$ cat config.mk
export PLATFORM = sky130hd
export DESIGN_NAME = wasm_cpu
export DESIGN_NICKNAME = d
export VERILOG_FILES = /design/src/wasm_isa_pkg.sv /design/src/wasm_core_pkg.sv /design/src/leb128_decoder.sv /design/src/operand_stack.sv /design/src/program_rom.sv /design/src/value_alu.sv /design/src/wasm_core.sv /design/src/wasm_cpu.sv
export SDC_FILE = /design/constraint.sdc
export NUM_CORES = 2
export LEC_CHECK = 0
export BUFFER_PORTS_ARGS = -buffer_cell sky130_fd_sc_hd__buf_2
export CORE_MARGIN = 2
export CORE_UTILIZATION = 50
export DETAILED_ROUTE_END_ITERATION = 16
export PLACE_DENSITY = 0.66
export SLEW_MARGIN = 20
export SYNTH_ARGS = -nofsm -noshare
export SYNTH_HDL_FRONTEND = slang
export SYNTH_SLANG_ARGS = --single-unit
$ cat constraint.sdc
create_clock -name clk -period 23.1 [get_ports clk]
set_clock_uncertainty 0.2 [all_clocks]
set_input_delay 3.465 -clock clk [delete_from_list [all_inputs] [get_ports clk]]
set_output_delay 3.465 -clock clk [all_outputs]
set_load 0.05 [all_outputs]
$ cat src/wasm_isa_pkg.sv
package wasm_isa_pkg;

  // Opcode byte as read from program memory
  typedef logic [7:0] opcode_t;

  // Control
  localparam opcode_t OP_UNREACHABLE = 8'h00;
  localparam opcode_t OP_NOP         = 8'h01;
  localparam opcode_t OP_END         = 8'h0B;
  localparam opcode_t OP_DROP        = 8'h1A;

  // Constants, LEB128 immediate follows the opcode
  localparam opcode_t OP_I32_CONST   = 8'h41;
  localparam opcode_t OP_I64_CONST   = 8'h42;

  // Comparisons
  localparam opcode_t OP_I32_EQZ     = 8'h45;
  localparam opcode_t OP_I32_EQ      = 8'h46;
  localparam opcode_t OP_I32_NE      = 8'h47;
  localparam opcode_t OP_I64_EQZ     = 8'h50;
  localparam opcode_t OP_I64_EQ      = 8'h51;
  localparam opcode_t OP_I64_NE      = 8'h52;

  // Arithmetic
  localparam opcode_t OP_I32_ADD     = 8'h6A;
  localparam opcode_t OP_I32_SUB     = 8'h6B;
  localparam opcode_t OP_I64_ADD     = 8'h7C;
  localparam opcode_t OP_I64_SUB     = 8'h7D;

  // Type tag carried by every stack entry
  typedef enum logic [1:0] {
    TYPE_I32 = 2'd0,
    TYPE_I64 = 2'd1
  } val_type_t;

  // Halt reason, TRAP_NONE while running
  typedef enum logic [3:0] {
    TRAP_NONE,
    TRAP_ENDED,
    TRAP_UNREACHABLE,
    TRAP_STACK_EMPTY,
    TRAP_STACK_OVERFLOW,
    TRAP_TYPE_MISMATCH,
    TRAP_UNKNOWN_OPCODE
  } trap_t;

endpackage

$ cat src/wasm_core_pkg.sv
package wasm_core_pkg;

  // Opcode byte plus the longest immediate
  localparam int IMM_MAX_BYTES    = 10;
  localparam int ROM_WINDOW_BYTES = 11;

  typedef logic [7:0]  rom_byte_t;
  typedef logic [63:0] value_t;

  // Bytes taken by a LEB128 immediate, 1 to 10
  typedef logic [3:0] imm_len_t;

  // One operand stack slot, 66 bits
  typedef struct packed {
    wasm_isa_pkg::val_type_t tag;
    value_t                  value;
  } stack_entry_t;

  typedef enum logic [2:0] {
    STACK_NONE,
    STACK_PUSH,
    STACK_POP,
    STACK_REPLACE,
    STACK_POP_REPLACE
  } stack_op_t;

  typedef enum logic [2:0] {
    ALU_ADD,
    ALU_SUB,
    ALU_EQ,
    ALU_NE,
    ALU_EQZ
  } alu_op_t;

  typedef enum logic [1:0] {
    ST_FETCH,
    ST_WAIT_ROM,
    ST_EXEC
  } core_state_t;

endpackage

$ cat src/leb128_decoder.sv
`timescale 1ns/1ps

module leb128_decoder (
  input  wasm_core_pkg::rom_byte_t [wasm_core_pkg::IMM_MAX_BYTES-1:0] imm_bytes,
  output wasm_core_pkg::value_t                                       imm_value,
  output wasm_core_pkg::imm_len_t                                     imm_len
);

  // Seven payload bits per byte
  localparam int GROUP_BITS = 7 * wasm_core_pkg::IMM_MAX_BYTES;

  always_comb begin
    logic [GROUP_BITS-1:0] groups;
    logic                  done;

    groups  = '0;
    done    = 1'b0;
    imm_len = wasm_core_pkg::imm_len_t'(wasm_core_pkg::IMM_MAX_BYTES);

    for (int i = 0; i < wasm_core_pkg::IMM_MAX_BYTES; i++) begin
      if (!done) begin
        groups[7*i +: 7] = imm_bytes[i][6:0];
        // Clear continuation bit ends the number
        if (!imm_bytes[i][7]) begin
          done    = 1'b1;
          imm_len = wasm_core_pkg::imm_len_t'(i + 1);
          // Sign fill from bit 6 of the last byte
          for (int j = 0; j < GROUP_BITS; j++) begin
            if (j >= 7 * (i + 1)) begin
              groups[j] = imm_bytes[i][6];
            end
          end
        end
      end
    end

    imm_value = groups[63:0];
  end

endmodule

$ cat src/operand_stack.sv
`timescale 1ns/1ps

module operand_stack #(
  parameter int STACK_DEPTH_BITS = 3
) (
  input  logic                         clk,
  input  logic                         reset,
  input  wasm_core_pkg::stack_op_t     stack_op,
  input  wasm_core_pkg::stack_entry_t  stack_push,
  output wasm_core_pkg::stack_entry_t  tos,
  output wasm_core_pkg::stack_entry_t  nos,
  output logic [STACK_DEPTH_BITS:0]    depth
);

  localparam int ENTRIES = 2 ** STACK_DEPTH_BITS;

  wasm_core_pkg::stack_entry_t entries [ENTRIES];

  logic [STACK_DEPTH_BITS-1:0] top_idx;
  logic [STACK_DEPTH_BITS-1:0] next_idx;
  logic [STACK_DEPTH_BITS-1:0] free_idx;

  // Slot indices relative to the depth counter
  assign top_idx  = STACK_DEPTH_BITS'(depth - 1'b1);
  assign next_idx = STACK_DEPTH_BITS'(depth - 2'd2);
  assign free_idx = depth[STACK_DEPTH_BITS-1:0];

  // Top two entries, only meaningful when depth covers them
  assign tos = entries[top_idx];
  assign nos = entries[next_idx];

  always_ff @(posedge clk) begin
    if (reset) begin
      depth <= '0;
    end else begin
      case (stack_op)
        wasm_core_pkg::STACK_PUSH:        depth <= depth + 1'b1;
        wasm_core_pkg::STACK_POP,
        wasm_core_pkg::STACK_POP_REPLACE: depth <= depth - 1'b1;
        default: ;
      endcase
    end
  end

  // Slot writes
  always_ff @(posedge clk) begin
    case (stack_op)
      wasm_core_pkg::STACK_PUSH:        entries[free_idx] <= stack_push;
      wasm_core_pkg::STACK_REPLACE:     entries[top_idx]  <= stack_push;
      // Binary result lands on the entry below the old top
      wasm_core_pkg::STACK_POP_REPLACE: entries[next_idx] <= stack_push;
      default: ;
    endcase
  end

endmodule

$ cat src/program_rom.sv
`timescale 1ns/1ps

module program_rom #(
  parameter int ROM_ADDR_BITS = 6
) (
  input  logic                                                          clk,
  input  logic                                                          load_en,
  input  logic [ROM_ADDR_BITS-1:0]                                      load_addr,
  input  wasm_core_pkg::rom_byte_t                                      load_byte,
  input  logic [ROM_ADDR_BITS-1:0]                                      rom_addr,
  output wasm_core_pkg::rom_byte_t [wasm_core_pkg::ROM_WINDOW_BYTES-1:0] rom_window
);

  localparam int ROM_SIZE = 2 ** ROM_ADDR_BITS;

  wasm_core_pkg::rom_byte_t mem [ROM_SIZE];

  // Byte writes from the testbench loader
  always_ff @(posedge clk) begin
    if (load_en) begin
      mem[load_addr] <= load_byte;
    end
  end

  // Registered window, top bit of addr marks a read past the end
  always_ff @(posedge clk) begin
    for (int i = 0; i < wasm_core_pkg::ROM_WINDOW_BYTES; i++) begin
      logic [ROM_ADDR_BITS:0] addr;
      addr = {1'b0, rom_addr} + (ROM_ADDR_BITS + 1)'(i);
      if (addr[ROM_ADDR_BITS]) begin
        rom_window[i] <= '0;
      end else begin
        rom_window[i] <= mem[addr[ROM_ADDR_BITS-1:0]];
      end
    end
  end

endmodule

$ cat src/value_alu.sv
`timescale 1ns/1ps

module value_alu (
  input  wasm_core_pkg::alu_op_t      alu_op,
  input  wasm_core_pkg::stack_entry_t tos,
  input  wasm_core_pkg::stack_entry_t nos,
  input  wasm_isa_pkg::val_type_t     op_type,
  output wasm_core_pkg::stack_entry_t alu_result,
  output logic                        alu_mismatch
);

  logic                  binary;
  wasm_core_pkg::value_t mask;
  wasm_core_pkg::value_t a;
  wasm_core_pkg::value_t b;
  logic                  flag;

  assign binary = (alu_op != wasm_core_pkg::ALU_EQZ);

  // eqz only inspects the top entry
  assign alu_mismatch = (tos.tag != op_type) || (binary && (nos.tag != op_type));

  // i32 works on the low word only
  assign mask = (op_type == wasm_isa_pkg::TYPE_I32) ? 64'h0000_0000_FFFF_FFFF : '1;
  assign a    = nos.value & mask;
  assign b    = tos.value & mask;

  always_comb begin
    flag       = 1'b0;
    alu_result = '{tag: op_type, value: '0};
    case (alu_op)
      wasm_core_pkg::ALU_ADD: alu_result.value = (a + b) & mask;
      // Second entry minus the top
      wasm_core_pkg::ALU_SUB: alu_result.value = (a - b) & mask;
      wasm_core_pkg::ALU_EQ:  flag = (a == b);
      wasm_core_pkg::ALU_NE:  flag = (a != b);
      wasm_core_pkg::ALU_EQZ: flag = (b == '0);
      default: ;
    endcase
    // Comparisons always produce an i32 boolean
    if (alu_op inside {wasm_core_pkg::ALU_EQ, wasm_core_pkg::ALU_NE, wasm_core_pkg::ALU_EQZ})
    begin
      alu_result.tag   = wasm_isa_pkg::TYPE_I32;
      alu_result.value = {63'b0, flag};
    end
  end

endmodule

$ cat src/wasm_core.sv
`timescale 1ns/1ps

module wasm_core #(
  parameter int ROM_ADDR_BITS    = 6,
  parameter int STACK_DEPTH_BITS = 3
) (
  input  logic                                                          clk,
  input  logic                                                          reset,
  input  wasm_core_pkg::rom_byte_t [wasm_core_pkg::ROM_WINDOW_BYTES-1:0] rom_window,
  input  wasm_core_pkg::value_t                                         imm_value,
  input  wasm_core_pkg::imm_len_t                                       imm_len,
  input  wasm_core_pkg::stack_entry_t                                   tos,
  input  logic [STACK_DEPTH_BITS:0]                                     depth,
  input  wasm_core_pkg::stack_entry_t                                   alu_result,
  input  logic                                                          alu_mismatch,
  output logic [ROM_ADDR_BITS-1:0]                                      rom_addr,
  output wasm_core_pkg::stack_op_t                                      stack_op,
  output wasm_core_pkg::stack_entry_t                                   stack_push,
  output wasm_core_pkg::alu_op_t                                        alu_op,
  output wasm_isa_pkg::val_type_t                                       op_type,
  output wasm_isa_pkg::trap_t                                           trap
);

  localparam logic [STACK_DEPTH_BITS:0] DEPTH_ONE  = 1;
  localparam logic [STACK_DEPTH_BITS:0] STACK_FULL = {1'b1, {STACK_DEPTH_BITS{1'b0}}};

  wasm_core_pkg::core_state_t state;
  logic [ROM_ADDR_BITS-1:0]   pc;
  logic [ROM_ADDR_BITS-1:0]   next_pc;
  wasm_isa_pkg::opcode_t      opcode;
  logic                       use_alu;
  logic                       binary;
  wasm_core_pkg::stack_op_t   exec_op;
  wasm_isa_pkg::trap_t        exec_trap;

  assign opcode = rom_window[0];

  // Opcode class, kept apart from the ALU feedback
  always_comb begin
    use_alu = 1'b1;
    binary  = 1'b1;
    alu_op  = wasm_core_pkg::ALU_ADD;
    case (opcode)
      wasm_isa_pkg::OP_I32_ADD, wasm_isa_pkg::OP_I64_ADD: alu_op = wasm_core_pkg::ALU_ADD;
      wasm_isa_pkg::OP_I32_SUB, wasm_isa_pkg::OP_I64_SUB: alu_op = wasm_core_pkg::ALU_SUB;
      wasm_isa_pkg::OP_I32_EQ,  wasm_isa_pkg::OP_I64_EQ:  alu_op = wasm_core_pkg::ALU_EQ;
      wasm_isa_pkg::OP_I32_NE,  wasm_isa_pkg::OP_I64_NE:  alu_op = wasm_core_pkg::ALU_NE;
      wasm_isa_pkg::OP_I32_EQZ, wasm_isa_pkg::OP_I64_EQZ: begin
        alu_op = wasm_core_pkg::ALU_EQZ;
        binary = 1'b0;
      end
      default: begin
        use_alu = 1'b0;
        binary  = 1'b0;
      end
    endcase
    op_type = (opcode inside {wasm_isa_pkg::OP_I64_EQZ, wasm_isa_pkg::OP_I64_EQ,
                              wasm_isa_pkg::OP_I64_NE, wasm_isa_pkg::OP_I64_ADD,
                              wasm_isa_pkg::OP_I64_SUB}) ? wasm_isa_pkg::TYPE_I64
                                                          : wasm_isa_pkg::TYPE_I32;
  end

  // Stack effect and trap of the current instruction
  always_comb begin
    exec_op   = wasm_core_pkg::STACK_NONE;
    exec_trap = wasm_isa_pkg::TRAP_NONE;
    // Idle bus mirrors the top entry
    stack_push = tos;
    next_pc    = pc + 1'b1;
    if (use_alu) begin
      if (depth == '0 || (binary && depth == DEPTH_ONE)) begin
        exec_trap = wasm_isa_pkg::TRAP_STACK_EMPTY;
      end else if (alu_mismatch) begin
        exec_trap = wasm_isa_pkg::TRAP_TYPE_MISMATCH;
      end else begin
        exec_op    = binary ? wasm_core_pkg::STACK_POP_REPLACE : wasm_core_pkg::STACK_REPLACE;
        stack_push = alu_result;
      end
    end else begin
      case (opcode)
        wasm_isa_pkg::OP_UNREACHABLE: exec_trap = wasm_isa_pkg::TRAP_UNREACHABLE;
        wasm_isa_pkg::OP_NOP: ;
        wasm_isa_pkg::OP_END:         exec_trap = wasm_isa_pkg::TRAP_ENDED;
        wasm_isa_pkg::OP_DROP: begin
          if (depth == '0) begin
            exec_trap = wasm_isa_pkg::TRAP_STACK_EMPTY;
          end else begin
            exec_op = wasm_core_pkg::STACK_POP;
          end
        end
        wasm_isa_pkg::OP_I32_CONST, wasm_isa_pkg::OP_I64_CONST: begin
          // Skip the immediate as well
          next_pc = pc + ROM_ADDR_BITS'(imm_len) + 1'b1;
          if (depth == STACK_FULL) begin
            exec_trap = wasm_isa_pkg::TRAP_STACK_OVERFLOW;
          end else if (opcode == wasm_isa_pkg::OP_I64_CONST) begin
            exec_op    = wasm_core_pkg::STACK_PUSH;
            stack_push = '{tag: wasm_isa_pkg::TYPE_I64, value: imm_value};
          end else begin
            exec_op    = wasm_core_pkg::STACK_PUSH;
            stack_push = '{tag: wasm_isa_pkg::TYPE_I32, value: {32'b0, imm_value[31:0]}};
          end
        end
        default: exec_trap = wasm_isa_pkg::TRAP_UNKNOWN_OPCODE;
      endcase
    end
  end

  // Stack strobe only in exec of a running core
  assign stack_op = (state == wasm_core_pkg::ST_EXEC && trap == wasm_isa_pkg::TRAP_NONE)
                  ? exec_op : wasm_core_pkg::STACK_NONE;

  always_ff @(posedge clk) begin
    if (reset) begin
      state    <= wasm_core_pkg::ST_FETCH;
      pc       <= '0;
      rom_addr <= '0;
      trap     <= wasm_isa_pkg::TRAP_NONE;
    end else if (trap == wasm_isa_pkg::TRAP_NONE) begin
      case (state)
        wasm_core_pkg::ST_FETCH: begin
          rom_addr <= pc;
          state    <= wasm_core_pkg::ST_WAIT_ROM;
        end
        // Window is registered during this cycle
        wasm_core_pkg::ST_WAIT_ROM: state <= wasm_core_pkg::ST_EXEC;
        wasm_core_pkg::ST_EXEC: begin
          state <= wasm_core_pkg::ST_FETCH;
          trap  <= exec_trap;
          if (exec_trap == wasm_isa_pkg::TRAP_NONE) begin
            pc <= next_pc;
          end
        end
        default: state <= wasm_core_pkg::ST_FETCH;
      endcase
    end
  end

endmodule

$ cat src/wasm_cpu.sv
`timescale 1ns/1ps

module wasm_cpu #(
  parameter int ROM_ADDR_BITS    = 6,
  parameter int STACK_DEPTH_BITS = 3
) (
  input  logic                     clk,
  input  logic                     reset,
  input  logic                     load_en,
  input  logic [ROM_ADDR_BITS-1:0] load_addr,
  input  wasm_core_pkg::rom_byte_t load_byte,
  output wasm_core_pkg::value_t    result,
  output wasm_isa_pkg::val_type_t  result_type,
  output logic                     result_empty,
  output wasm_isa_pkg::trap_t      trap
);

  wasm_core_pkg::rom_byte_t [wasm_core_pkg::ROM_WINDOW_BYTES-1:0] rom_window;
  logic [ROM_ADDR_BITS-1:0]    rom_addr;
  wasm_core_pkg::value_t       imm_value;
  wasm_core_pkg::imm_len_t     imm_len;
  wasm_core_pkg::stack_op_t    stack_op;
  wasm_core_pkg::stack_entry_t stack_push;
  wasm_core_pkg::stack_entry_t tos;
  wasm_core_pkg::stack_entry_t nos;
  logic [STACK_DEPTH_BITS:0]   depth;
  wasm_core_pkg::alu_op_t      alu_op;
  wasm_isa_pkg::val_type_t     op_type;
  wasm_core_pkg::stack_entry_t alu_result;
  logic                        alu_mismatch;

  // Top of stack is the visible result
  assign result       = tos.value;
  assign result_type  = tos.tag;
  assign result_empty = (depth == '0);

  program_rom #(.ROM_ADDR_BITS(ROM_ADDR_BITS)) u_rom (
    .clk(clk), .load_en(load_en), .load_addr(load_addr), .load_byte(load_byte),
    .rom_addr(rom_addr), .rom_window(rom_window)
  );

  // Bytes after the opcode hold the immediate
  leb128_decoder u_leb128 (
    .imm_bytes(rom_window[wasm_core_pkg::ROM_WINDOW_BYTES-1:1]),
    .imm_value(imm_value), .imm_len(imm_len)
  );

  operand_stack #(.STACK_DEPTH_BITS(STACK_DEPTH_BITS)) u_stack (
    .clk(clk), .reset(reset), .stack_op(stack_op), .stack_push(stack_push),
    .tos(tos), .nos(nos), .depth(depth)
  );

  value_alu u_alu (
    .alu_op(alu_op), .tos(tos), .nos(nos), .op_type(op_type),
    .alu_result(alu_result), .alu_mismatch(alu_mismatch)
  );

  wasm_core #(
    .ROM_ADDR_BITS(ROM_ADDR_BITS),
    .STACK_DEPTH_BITS(STACK_DEPTH_BITS)
  ) u_core (
    .clk(clk), .reset(reset), .rom_window(rom_window), .imm_value(imm_value),
    .imm_len(imm_len), .tos(tos), .depth(depth), .alu_result(alu_result),
    .alu_mismatch(alu_mismatch), .rom_addr(rom_addr), .stack_op(stack_op),
    .stack_push(stack_push), .alu_op(alu_op), .op_type(op_type), .trap(trap)
  );

endmodule

==> flow_results.org <==
** Synth
- Distinct cells, synth :: 100
- After synthesis the cells add up to 0.0752 mm^2.
- Avg Cell Area, Syn :: 14.2 um^2
- Total of warnings raised by yosys :: 0
- Synthesized net count :: 5482
- Main flop type after synthesis :: edfxtp_1
- Number of flip-flops and latches in the synthesized netlist :: 1142
- For this run, the register share of the synthesized area comes to 0.443.
- Yosys mapped a number of flops with a built-in enable equal to 1040.
- Fraction of registers with async set or reset after synthesis :: 0
- Synthesis handed over a netlist of 5312 instances.

** Global routing
- Global routing finished with a remaining overflow of 0.
- For this run, the total global-route usage over all layers was measured as 0.347.
- The initial antenna violation count came to 18.
- The first global-routing pass estimated 377 mm of wire.
- Via count of the first global-routing pass :: 51200
- Entering global routing, the biggest net connects 141 pins.

** Place
- Count of buffers from port buffering :: 86
- At the end of routability-driven placement, the weighted congestion stood at 1.01.
- Once detailed placement completed, the half-perimeter wirelength came to 187 mm.
- Counting tap cells, the placed design contains a total of 7120 instances.

** Job
- Across the run, the number of max-cap violations was 0.

** Pwr
- For this design the ratio of total power to cell area is 61.3 mW/mm^2.
- Largest voltage drop on the vdd net :: 0.0000723 V
- Static power due to leakage :: 27.3 nW

** STA
- Final max-slew violation count :: 0
- The count of endpoints failing hold in the final timing report was 0.
- Headroom to the max-slew limit came out at 0.0849.
- Setup violations remaining at the end of the flow were counted as 0.
- Of the available clock period, the critical path in the final layout requires 0.377.
- Final worst path period need :: 8.71 ns
- Highest clock rate :: 115 MHz
- Summed over all failing endpoints, the final setup total negative slack is 0 ns.
- RSZ-0062 raised after global routing :: false
- Actual transition at the worst max-transition pin :: 1.36 ns

** Setup path
- Crit Path Category :: register to output pin
- The worst setup path is captured at an output pin.
- Critical path arrival :: 5.04 ns
- The worst setup path is launched from a register.
- Of all nets on the critical path, the largest fanout is 89.
- STA puts the critical path data required time at 19.43 ns.

** Floorplan
- Width of the chip :: 392 um
- For this configuration, the core starts out at a cell density of 0.502.
- Number of core rows :: 142
- In this run the vertical extent of the chip is 392 um.
- Area enclosed by the die boundary :: 0.153 mm^2
- Area of the placeable core :: 0.150 mm^2
- 88 I/O pins were placed.

** Cells and area
- In the final layout, the share of cells above drive strength 1 is 0.286.
- The finished layout holds 7363 standard cells, fillers aside.
- Counting the fill cells in the layout gives 12100.
- Nets :: 5408
- Compared with the post-synthesis result, the final layout area differs by 9.18%.

** Drt
- Dividing the detail-routed wire length by the instance count gives 36.2 um.
- In the routed design, unresolved DRC markers number 0.
- The routed layout has 54100 vias.
- Mean number of vias per cell :: 7.35
- The count of nets left with antenna violations once routing finished came out at 0.
- Routed Wire Length :: 267 mm
- TritonRoute pass-1 iters :: 8
- The first routing iteration left 8034 violations.

** Clock network
- After clock tree synthesis, the clock-pin slew on the worst setup and hold paths is 0.06 ns.
- For this design, the CTS-stage hold fixing added 0 buffers.
- Clock tree synthesis found a total of 1142 sinks.
- Post-cts resize count :: 0
- Latest clock arrival within the worst-skew pair :: 0.78 ns
- CTS tree :: done
- Counting the buffers created by CTS gives 130.
- H-tree Lvls :: 4
- Maximum number of buffers from clock root to sink :: 3
- Root buffer cell :: clkbuf_16
- Post-CTS timing repair inserted 0 buffers for setup.

** Outcome
- The flow ran to the end, and the final reports show no timing, DRC or antenna violations.

** Worst hold path
- The path class of the tightest hold or removal check is register to register.
## worst paths after layout
kind                                        from                      to  slack [ns]  depth (start not counted)
worst min register to register      u_core.pc[5]            u_core.pc[5]        0.32                          2
worst max register to register  u_stack.depth[0]  u_stack.entries[2][62]       15.00                         18
worst max-delay path            u_stack.depth[0]               result[4]       14.39                          7
worst min-delay path                u_core.pc[5]            u_core.pc[5]        0.32                          2
## cell usage in the layout, fill, tap and decap left out, drive strengths merged, types with 9 or more instances in the layout
cell type / n
edfxtp: 1040
mux4: 956
nand2: 312
mux2i: 309
nor2: 285
a21oi: 258
buf: 234
a211oi: 218
clkbuf: 172
inv: 170
ha: 150
o21ai: 137
nor2b: 118
dfxtp: 102
xnor2: 73
nand3: 56
mux2: 53
nand4: 49
and2: 48
a31oi: 47
nor4: 46
clkinv: 43
a21o: 38
nor3: 35
o211ai: 34
o221ai: 34
o21bai: 31
xor2: 26
o31ai: 23
a311oi: 22
o21a: 22
nand2b: 19
and3: 13
or4: 13
or3: 12
a221oi: 11
nand3b: 10
o31a: 9
## synthesized netlist by cell type (all sizes together), types with 46 or more instances
master | instances | area [um^2]
edfxtp | 1040 | 31200
nor2 | 285 | 1070
dfxtp | 102 | 2040
o21ai | 137 | 693
nand3 | 56 | 280
clkbuf | 241 | 905
nand2 | 312 | 1170
xnor2 | 73 | 639
a211oi | 218 | 1640
nor4 | 46 | 309
a21oi | 258 | 1290
mux2i | 309 | 3090
nand4 | 49 | 313
nor2b | 118 | 738
ha | 150 | 1880
and2 | 48 | 300
mux2 | 53 | 597
mux4 | 956 | 21500
buf | 199 | 948
a31oi | 47 | 294
inv | 160 | 601
## worst max-delay path, stage by stage (launching register included)
cell	delay, ns
dfxtp_4	0.61
buf_4	0.80
buf_12	0.54
buf_4	0.67
mux4_2	0.60
mux2i_1	0.39
inv_1	0.18
buf_2	0.25
## metrics by stage
stage               setup WS [ns]   util  instance area (um^2)  hold WS [ns]  total power [W]
detailed placement          14.98  0.520                 77800         0.312          0.00301
finish                      14.39  0.549                 82100         0.321          0.00503
CTS                         14.27  0.548                 82000         0.327          0.00504
global route                13.93  0.549                 82100         0.355          0.00517
floorplan                   14.58      -                 75200         0.279          0.00279
global placement            15.14  0.520                 77800         0.302          0.00301
## cell families (layout without fill, tap and decap cells)
group                      count (synthesis)  in the layout  synth area share
xor gates and xnor gates                  99             99            0.0115
other                                      1              8         0.0000499
AOI/OAI and AO/OA                        957            957            0.0851
buffers and inverters                    601            629            0.0327
DFF                                     1142           1142             0.443
adders and majority gates                153            153            0.0258
muxes                                   1318           1318             0.336
and+or+nand+nor                         1041           1041            0.0668
## layout make-up
type	instances	area, um^2	area share
inverter	161	607	0.00739
tap	2016	2520	0.0307
multi-input combinational	3569	39800	0.485
antenna	7	17.5	0.000213
timing repair buffer	234	1610	0.0196
sequential	1142	33300	0.406
clock buffer	172	3610	0.0440
clock inverter	62	591	0.00720
## state kept, by name, summed over array words and instances, names as in the netlist
register / flops
u_core.pc: 6
u_rom.mem: 512
u_stack.depth: 4
u_core.state: 2
u_core.trap: 3
u_stack.entries: 528
u_core.rom_addr: 6
u_rom.rom_window: 81
## layer usage
layer	part of all wire	up-vias	routed length, um	GRT usage
met2	0.46	3778	123000	0.538
met3	0.11	607	30100	0.0864
met5	0.00021	-	57	0
li1	-	21700	-	-
met1	0.37	28000	97800	0.458
met4	0.058	10	15400	0.171
## where the power goes
group / leakage, nW / total, W / internal [W] / switching [W]
Combinational: 15.1 / 0.000683 / 0.000216 / 0.000467
Clock: 2.05 / 0.00205 / 0.00120 / 0.000853
Sequential: 10.2 / 0.00230 / 0.00229 / 0.0000112
Total: 27.3 / 0.00503 / 0.00370 / 0.00133
No activity file was read; power rests on OpenSTA's default activity.
